$ cat config.mk
export PLATFORM = sky130hd
export DESIGN_NAME = fpm
export DESIGN_NICKNAME = d
export VERILOG_FILES = /design/src/fpm_cfg_pkg.sv /design/src/fpm_types_pkg.sv /design/src/fpm_op_queue.sv /design/src/fpm_exp_adder.sv /design/src/fpm_fic.sv /design/src/fpm_seq.sv /design/src/fpm.sv
export SDC_FILE = /design/constraint.sdc
export NUM_CORES = 1
export LEC_CHECK = 0
export BUFFER_PORTS_ARGS = -buffer_cell sky130_fd_sc_hd__buf_2
export CAP_MARGIN = 10
export CORE_UTILIZATION = 25
export CTS_CLUSTER_SIZE = 10
export DETAILED_ROUTE_END_ITERATION = 16
export PLACE_DENSITY = 0.37
export SYNTH_ARGS = -nofsm -noshare
export SYNTH_HDL_FRONTEND = slang
export SYNTH_SLANG_ARGS = --single-unit
$ cat constraint.sdc
create_clock -name wdtwtg_clk -period 4.5 [get_ports wdtwtg_clk]
set_input_delay 0 -clock wdtwtg_clk [delete_from_list [all_inputs] [get_ports wdtwtg_clk]]
set_output_delay 0 -clock wdtwtg_clk [all_outputs]
set_load 0.005 [all_outputs]
$ cat src/fpm_cfg_pkg.sv
package fpm_cfg_pkg;

	// exponent path widths
	localparam int EXP_W = 8;
	localparam int EXT_W = 10;
	localparam int CNT_W = 6;

	// mantissa length in bits, beyond it the smaller operand is lost
	localparam int ALIGN_LIMIT = 40;

	// fixed mantissa step counts
	localparam int MUL_STEPS = 40;
	localparam int DIV_STEPS = 41;

	// credit depths
	localparam int IN_DEPTH = 2;
	localparam int OUT_CREDITS = 2;

	// derived widths and sized constants
	localparam int Q_PTR_W = (IN_DEPTH > 1) ? $clog2(IN_DEPTH) : 1;
	localparam int Q_CNT_W = $clog2(IN_DEPTH + 1);
	localparam int CRD_W = $clog2(OUT_CREDITS + 1);

	localparam logic [Q_PTR_W-1:0] Q_LAST = Q_PTR_W'(IN_DEPTH - 1);
	localparam logic [CRD_W-1:0] CRD_INIT = CRD_W'(OUT_CREDITS);
	localparam logic [CNT_W-1:0] MUL_LOAD = CNT_W'(MUL_STEPS);
	localparam logic [CNT_W-1:0] DIV_LOAD = CNT_W'(DIV_STEPS);
	localparam logic [EXT_W-1:0] ALIGN_EXT = EXT_W'(ALIGN_LIMIT);

endpackage

$ cat src/fpm_types_pkg.sv
package fpm_types_pkg;

	// floating opcodes handled by the exponent path
	typedef enum logic [1:0] {
		opc_af = 2'd0,
		opc_sf = 2'd1,
		opc_mf = 2'd2,
		opc_df = 2'd3
	} fp_opc_t;

	// operation as it enters the unit
	typedef struct packed {
		fp_opc_t opc;
		logic signed [fpm_cfg_pkg::EXP_W-1:0] exp_a;
		logic signed [fpm_cfg_pkg::EXP_W-1:0] exp_b;
	} fp_op_t;

	// result record sent downstream
	typedef struct packed {
		fp_opc_t opc;
		logic signed [fpm_cfg_pkg::EXP_W-1:0] exp;
		logic [fpm_cfg_pkg::CNT_W-1:0] steps;
		// difference reaches the alignment limit
		logic g;
		// T denormalized, exp_a is the smaller one
		logic wdt;
		// fi1 / fi2 interrupt flags
		logic ovf;
		logic unf;
	} fp_res_t;

	// adder stage towards the sequencer
	typedef struct packed {
		fp_res_t res;
		logic [fpm_cfg_pkg::CNT_W-1:0] load_cnt;
	} fp_stage_t;

endpackage

$ cat src/fpm_op_queue.sv
`timescale 1ns/1ns

module fpm_op_queue (
	input logic wdtwtg_clk,
	input logic _0_f,
	input logic op_valid,
	input fpm_types_pkg::fp_op_t op,
	input logic q_pop,
	output fpm_types_pkg::fp_op_t q_head,
	output logic q_empty,
	output logic op_credit
);

	fpm_types_pkg::fp_op_t mem [fpm_cfg_pkg::IN_DEPTH];

	logic [fpm_cfg_pkg::Q_PTR_W-1:0] wr_ptr;
	logic [fpm_cfg_pkg::Q_PTR_W-1:0] rd_ptr;
	logic [fpm_cfg_pkg::Q_CNT_W-1:0] fill;

	// wrap at the last entry, depth need not be a power of two
	function automatic logic [fpm_cfg_pkg::Q_PTR_W-1:0] ptr_next(
		input logic [fpm_cfg_pkg::Q_PTR_W-1:0] p
	);
		if (p == fpm_cfg_pkg::Q_LAST) return '0;
		return p + 1'b1;
	endfunction

	always_ff @(posedge wdtwtg_clk, posedge _0_f) begin
		if (_0_f) begin
			wr_ptr <= '0;
			rd_ptr <= '0;
			fill <= '0;
			op_credit <= 1'b0;
		end else begin
			// one credit back per entry popped
			op_credit <= q_pop;
			if (op_valid) wr_ptr <= ptr_next(wr_ptr);
			if (q_pop) rd_ptr <= ptr_next(rd_ptr);
			case ({op_valid, q_pop})
				2'b10: fill <= fill + 1'b1;
				2'b01: fill <= fill - 1'b1;
				default: fill <= fill;
			endcase
		end
	end

	// upstream only sends while holding credit, so never full here
	always_ff @(posedge wdtwtg_clk) begin
		if (op_valid) mem[wr_ptr] <= op;
	end

	assign q_head = mem[rd_ptr];
	assign q_empty = (fill == '0);

endmodule

$ cat src/fpm_exp_adder.sv
`timescale 1ns/1ns

module fpm_exp_adder (
	input logic wdtwtg_clk,
	input logic _0_f,
	input logic add_go,
	input fpm_types_pkg::fp_op_t head,
	input logic take,
	output logic stage_valid,
	output fpm_types_pkg::fp_stage_t stage
);

	logic [fpm_cfg_pkg::EXT_W-1:0] ext_a;
	logic [fpm_cfg_pkg::EXT_W-1:0] ext_b;
	logic [fpm_cfg_pkg::EXT_W-1:0] ext_r;
	logic [fpm_cfg_pkg::EXT_W-1:0] mag;
	logic neg;
	logic big;
	fpm_types_pkg::fp_stage_t nxt;

	// sign extend both exponents into the wide adder
	assign ext_a = {{(fpm_cfg_pkg::EXT_W - fpm_cfg_pkg::EXP_W){head.exp_a[fpm_cfg_pkg::EXP_W-1]}},
		head.exp_a};
	assign ext_b = {{(fpm_cfg_pkg::EXT_W - fpm_cfg_pkg::EXP_W){head.exp_b[fpm_cfg_pkg::EXP_W-1]}},
		head.exp_b};

	// sum for multiply, difference otherwise
	assign ext_r = (head.opc == fpm_types_pkg::opc_mf) ? ext_a + ext_b : ext_a - ext_b;
	assign neg = ext_r[fpm_cfg_pkg::EXT_W-1];
	assign mag = neg ? -ext_r : ext_r;
	assign big = (mag >= fpm_cfg_pkg::ALIGN_EXT);

	always_comb begin
		nxt = '0;
		nxt.res.opc = head.opc;
		case (head.opc)
			fpm_types_pkg::opc_af, fpm_types_pkg::opc_sf: begin
				nxt.res.g = big;
				nxt.res.wdt = neg;
				// result takes the larger exponent
				nxt.res.exp = neg ? head.exp_b : head.exp_a;
				// nothing to shift once the operand is gone
				nxt.load_cnt = big ? '0 : mag[fpm_cfg_pkg::CNT_W-1:0];
			end
			default: begin
				nxt.res.exp = ext_r[fpm_cfg_pkg::EXP_W-1:0];
				// out of range when the bits above the sign bit disagree with it
				nxt.res.ovf = ~neg &
					(ext_r[fpm_cfg_pkg::EXT_W-2:fpm_cfg_pkg::EXP_W-1] != '0);
				nxt.res.unf = neg &
					(ext_r[fpm_cfg_pkg::EXT_W-2:fpm_cfg_pkg::EXP_W-1] != '1);
				if (head.opc == fpm_types_pkg::opc_mf) begin
					nxt.load_cnt = fpm_cfg_pkg::MUL_LOAD;
				end else begin
					nxt.load_cnt = fpm_cfg_pkg::DIV_LOAD;
				end
			end
		endcase
		nxt.res.steps = nxt.load_cnt;
	end

	// a new op refills the stage in the same cycle the old one is taken
	always_ff @(posedge wdtwtg_clk, posedge _0_f) begin
		if (_0_f) begin
			stage_valid <= 1'b0;
		end else if (add_go) begin
			stage_valid <= 1'b1;
		end else if (take) begin
			stage_valid <= 1'b0;
		end
	end

	always_ff @(posedge wdtwtg_clk) begin
		if (add_go) stage <= nxt;
	end

endmodule

$ cat src/fpm_fic.sv
`timescale 1ns/1ns

module fpm_fic (
	input logic wdtwtg_clk,
	input logic _0_f,
	input logic cnt_load,
	input logic [fpm_cfg_pkg::CNT_W-1:0] load_val,
	input logic cnt_run,
	output logic cnt_zero
);

	logic [fpm_cfg_pkg::CNT_W-1:0] cnt;

	// load wins over counting
	always_ff @(posedge wdtwtg_clk, posedge _0_f) begin
		if (_0_f) begin
			cnt <= '0;
		end else if (cnt_load) begin
			cnt <= load_val;
		end else if (cnt_run && (cnt != '0)) begin
			cnt <= cnt - 1'b1;
		end
	end

	// stops at zero, no wrap
	assign cnt_zero = (cnt == '0);

endmodule

$ cat src/fpm_seq.sv
`timescale 1ns/1ns

module fpm_seq (
	input logic wdtwtg_clk,
	input logic _0_f,
	input logic q_empty,
	output logic q_pop,
	output logic add_go,
	input logic stage_valid,
	input fpm_types_pkg::fp_stage_t stage,
	output logic take,
	output logic cnt_load,
	output logic [fpm_cfg_pkg::CNT_W-1:0] load_val,
	output logic cnt_run,
	input logic cnt_zero,
	input logic res_credit,
	output logic res_valid,
	output fpm_types_pkg::fp_res_t res
);

	typedef enum logic [1:0] {
		st_idle,
		st_count,
		st_done
	} seq_state_t;

	seq_state_t state;
	fpm_types_pkg::fp_res_t rec;
	logic [fpm_cfg_pkg::CRD_W-1:0] credits;

	// stage handed over only when the counter is free
	assign take = (state == st_idle) && stage_valid;

	// refill the adder stage as soon as it frees up
	assign q_pop = ~q_empty && (~stage_valid || take);
	assign add_go = q_pop;

	assign cnt_load = take;
	assign load_val = stage.load_cnt;
	assign cnt_run = (state == st_count);

	// finished record waits here for downstream credit
	assign res_valid = (state == st_done) && (credits != '0);
	assign res = rec;

	always_ff @(posedge wdtwtg_clk, posedge _0_f) begin
		if (_0_f) begin
			state <= st_idle;
		end else begin
			case (state)
				st_idle: begin
					if (take) state <= st_count;
				end
				st_count: begin
					if (cnt_zero) state <= st_done;
				end
				st_done: begin
					if (res_valid) state <= st_idle;
				end
				default: state <= st_idle;
			endcase
		end
	end

	// record latched together with the counter load
	always_ff @(posedge wdtwtg_clk) begin
		if (take) rec <= stage.res;
	end

	// downstream buffer slots we may still fill
	always_ff @(posedge wdtwtg_clk, posedge _0_f) begin
		if (_0_f) begin
			credits <= fpm_cfg_pkg::CRD_INIT;
		end else begin
			case ({res_credit, res_valid})
				2'b10: credits <= credits + 1'b1;
				2'b01: credits <= credits - 1'b1;
				default: credits <= credits;
			endcase
		end
	end

endmodule

$ cat src/fpm.sv
`timescale 1ns/1ns

module fpm (
	input logic wdtwtg_clk,
	input logic _0_f,
	input logic op_valid,
	input fpm_types_pkg::fp_op_t op,
	output logic op_credit,
	output logic res_valid,
	output fpm_types_pkg::fp_res_t res,
	input logic res_credit
);

	fpm_types_pkg::fp_op_t q_head;
	logic q_empty;
	logic q_pop;

	logic add_go;
	logic take;
	logic stage_valid;
	fpm_types_pkg::fp_stage_t stage;

	logic cnt_load;
	logic [fpm_cfg_pkg::CNT_W-1:0] load_val;
	logic cnt_run;
	logic cnt_zero;

	fpm_op_queue u_queue (
		.wdtwtg_clk(wdtwtg_clk),
		._0_f(_0_f),
		.op_valid(op_valid),
		.op(op),
		.q_pop(q_pop),
		.q_head(q_head),
		.q_empty(q_empty),
		.op_credit(op_credit)
	);

	fpm_exp_adder u_adder (
		.wdtwtg_clk(wdtwtg_clk),
		._0_f(_0_f),
		.add_go(add_go),
		.head(q_head),
		.take(take),
		.stage_valid(stage_valid),
		.stage(stage)
	);

	// shift / step counter
	fpm_fic u_fic (
		.wdtwtg_clk(wdtwtg_clk),
		._0_f(_0_f),
		.cnt_load(cnt_load),
		.load_val(load_val),
		.cnt_run(cnt_run),
		.cnt_zero(cnt_zero)
	);

	fpm_seq u_seq (
		.wdtwtg_clk(wdtwtg_clk),
		._0_f(_0_f),
		.q_empty(q_empty),
		.q_pop(q_pop),
		.add_go(add_go),
		.stage_valid(stage_valid),
		.stage(stage),
		.take(take),
		.cnt_load(cnt_load),
		.load_val(load_val),
		.cnt_run(cnt_run),
		.cnt_zero(cnt_zero),
		.res_credit(res_credit),
		.res_valid(res_valid),
		.res(res)
	);

endmodule

==> impl_results.md <==
- Hold depth: 4
- # rows: 47
- Post-Route WL: 8.85 mm
- Number of clock sinks: 92
- End of the worst register-to-register path: u_adder.stage[14]$_SDFFCE_PP0P_
- Maximum clock skew at final layout: 7.60 ps
- Critical setup path kind: flip-flop to flip-flop
- Layout cells sized above 1: 0.230
- Mapped Area: 0.00435 mm2
- Part of the cycle the worst path needs: 0.900
- Data required time at the worst endpoint: 4700 ps
- Final Max Slew Viols: 0
- Io pins: 44
- RSZ-0062 raised after global routing: no
- DRC errors left: 0
- First-pass DRT Iterations: 4
- Max Freq: 0.247 GHz
- Detail Route Antenna Nets: 0
- Initial antenna violation count: 0
- Final-stage net count: 440
- Number of endpoints with negative hold slack in the final report: 0
- Post-detail-place hpwl: 6.40 mm
- Most used standard cells in the synthesized netlist: sky130_fd_sc_hd__edfxtp_1, sky130_fd_sc_hd__nand2_1, sky130_fd_sc_hd__nor2_1, sky130_fd_sc_hd__a21oi_1
- Clock root cell: sky130_fd_sc_hd__clkbuf_16
- Critical path origin: u_queue.rd_ptr$_DFFE_PP0P_
- Number of H-tree branching levels: 3
- Final global-route overflow total: 0
- Final count of negative-setup-slack endpoints: 0
- Via count: 2635
- Worst Tran Pin Value: 910 ps
- Synth unique cells: 55
- Area share of the largest cell type after synthesis: 0.525
- Launch point of the worst reg-to-reg path: u_queue.rd_ptr$_DFFE_PP0P_
- Critical hold path startpoint: res_credit
- Total of fill cells in the finished design: 1686
- Cell with the most instances after synthesis: sky130_fd_sc_hd__edfxtp_1
- First-pass GRT wire length: 14.5 mm
- Largest buffer count on any clock path: 2
- Count of synthesis-stage warnings from yosys: 0
- Max-Cap Viols: 0
- Total routing resource utilization after global routing: 0.108
- Kind of start point of the critical path: flip-flop
- Post-synthesis sequential element count: 92
- Pin count of the biggest net entering global routing: 34
- Sum Neg Setup Slack: 0 ps
- Total of hold buffers inserted after clock tree synthesis: 20
- Initial core utilization: 0.259
- Diodes inserted: 0
- Post-synthesis sequential area ratio: 0.617
- Number of buffers inserted to repair setup after CTS: 0
- Port Buffer Count: 43
- Setup slack, reg-to-reg: 450 ps
- Cell count of the worst reg-to-reg path: 14
- TritonCTS clock tree: built
- Run status: finished clean
- WL per Instance: 14.1 um
- Nets in the synthesized netlist: 366
- Die Outline Area: 0.0179 mm2
- Final critical delay including setup and external delays: 4050 ps
- Main synth FF type: sky130_fd_sc_hd__edfxtp_1
- Worst-path maximum fanout: 15
- Number of flops mapped to enable cells by yosys: 76
- Resize count post-CTS: 0
- Clk_lat worst skew: 350 ps
- Mapped Avg Cell Area: 13.2 um2
- Via density per instance: 4.20
- Chip width: 134 um
- DRT iter0 DRCs: 95
- Die Height: 134 um
- Signed area change from the synthesized netlist to the final layout: 22.5%
- Ranking of synthesized cells by area: sky130_fd_sc_hd__edfxtp_1, sky130_fd_sc_hd__dfrtp_1, sky130_fd_sc_hd__ha_1
- Number of buffers created by CTS: 9
- Cell type with the highest aggregate area in the netlist: sky130_fd_sc_hd__edfxtp_1
- Arr. time, crit path: 4250 ps
- Worst rel slew slack: 0.393
- Syn Inst Count: 329
- Placer congestion estimate: 0.766
- Placeable core region: 0.0168 mm2
- Share of flip-flops with an asynchronous set or reset after synthesis: 0.174
- Worst hold endpoint: u_seq.credits[0]$_DFFE_PP0P_
- Post-CTS clock slew at the launch and capture registers of the worst setup and hold paths: 70 ps
- Critical Path End Type: flip-flop
- Kind of path behind the tightest hold check: primary input to flip-flop
- Vias in the first global route: 2750
## kinds of logic (layout without fill, tap and decap cells)
family,Yosys count,count (layout),share of synthesized area
buf+inv,24,103,0.0262
fa+ha+maj,15,15,0.0449
xor+xnor,27,27,0.0596
flops,92,92,0.617
mux,21,21,0.0526
compound gates,61,61,0.0947
simple gates,89,89,0.105
## layout make-up
class / count / area [um2] / share of cell area
Inverter: 15 / 56.3 / 0.0106
Tap cell: 220 / 275 / 0.0517
Clock inverter: 6 / 41.3 / 0.00775
Multi-Input combinational cell: 213 / 1560 / 0.293
Sequential cell: 92 / 2680 / 0.504
Timing Repair Buffer: 72 / 483 / 0.0907
Clock buffer: 10 / 229 / 0.0430
## metal layers
metal / vias to the layer above / share of wire / global-route usage
li1: 1347 / - / -
met1: 1232 / 0.48 / 0.134
met2: 47 / 0.46 / 0.178
met3: 9 / 0.038 / 0.0283
met4: 0 / 0.016 / 0.0455
met5: - / 0 / 0
## layout by cell type, fill, tap and decap left out, types with 4 or more instances in the layout
cell	synthesis	layout
sky130_fd_sc_hd__edfxtp_1	76	76
sky130_fd_sc_hd__buf_2	1	43
sky130_fd_sc_hd__nand2_1	27	27
sky130_fd_sc_hd__nor2_1	26	26
sky130_fd_sc_hd__dlygate4sd3_1	0	20
sky130_fd_sc_hd__a21oi_1	19	19
sky130_fd_sc_hd__inv_1	15	15
sky130_fd_sc_hd__dfrtp_1	15	15
sky130_fd_sc_hd__ha_1	14	14
sky130_fd_sc_hd__xnor2_1	13	13
sky130_fd_sc_hd__xor2_1	11	11
sky130_fd_sc_hd__o21ai_1	10	10
sky130_fd_sc_hd__mux2i_1	10	10
sky130_fd_sc_hd__mux2_2	9	9
sky130_fd_sc_hd__clkbuf_16	0	9
sky130_fd_sc_hd__buf_4	0	9
sky130_fd_sc_hd__o21ai_0	8	8
sky130_fd_sc_hd__nor3_1	6	6
sky130_fd_sc_hd__nand2b_1	5	5
sky130_fd_sc_hd__a31oi_1	5	5
sky130_fd_sc_hd__nand3_1	4	4
## metrics by stage
step	cells	setup slack, ps	hold slack [ps]	area, um2	util
2_1_floorplan	329	796	-87.0	4350	-
3_3_place_gp	592	460	185	4860	0.290
3_5_place_dp	592	450	165	4860	0.290
4_1_cts	628	417	20.4	5330	0.318
5_1_grt	628	126	90.1	5330	0.318
6_report	628	451	44.9	5330	0.318
## registers in the layout, summed over array words and instances, names as in the netlist
register             cells
u_queue.op_credit        1
u_seq.res               20
u_seq.state              2
u_queue.rd_ptr           1
u_queue.wr_ptr           1
u_fic.cnt                6
u_adder.stage_valid      1
u_queue.mem             36
u_queue.fill             2
u_seq.credits            2
u_adder.stage           20
## worst max-delay path, cell delays in order, from the launching register on
cell	delay, ps
sky130_fd_sc_hd__dfrtp_1	450
sky130_fd_sc_hd__buf_4	290
sky130_fd_sc_hd__mux2i_1	360
sky130_fd_sc_hd__nand3_1	180
sky130_fd_sc_hd__nand2_1	130
sky130_fd_sc_hd__xor2_1	200
sky130_fd_sc_hd__ha_1	330
sky130_fd_sc_hd__a21o_1	240
sky130_fd_sc_hd__a21oi_1	230
sky130_fd_sc_hd__nand2_1	130
sky130_fd_sc_hd__o311ai_2	450
sky130_fd_sc_hd__o311ai_1	240
sky130_fd_sc_hd__a211oi_4	360
sky130_fd_sc_hd__o21ai_1	160
sky130_fd_sc_hd__nor2_1	150
## worst max-delay path by stage
stage | to | depth (start not counted)
after floorplan | u_adder.stage[19]$_DFFE_PP_ | 16
after CTS | u_adder.stage[14]$_SDFFCE_PP0P_ | 14
after detailed placement | u_adder.stage[14]$_SDFFCE_PP0P_ | 14
after global routing | u_adder.stage[14]$_SDFFCE_PP0P_ | 14
after global placement | u_adder.stage[10]$_DFFE_PP_ | 14
final | u_adder.stage[14]$_SDFFCE_PP0P_ | 14
Power is left out: the tool's default activity adds up to more than one toggle a clock period on the data nets, which glitch-free logic cannot reach.
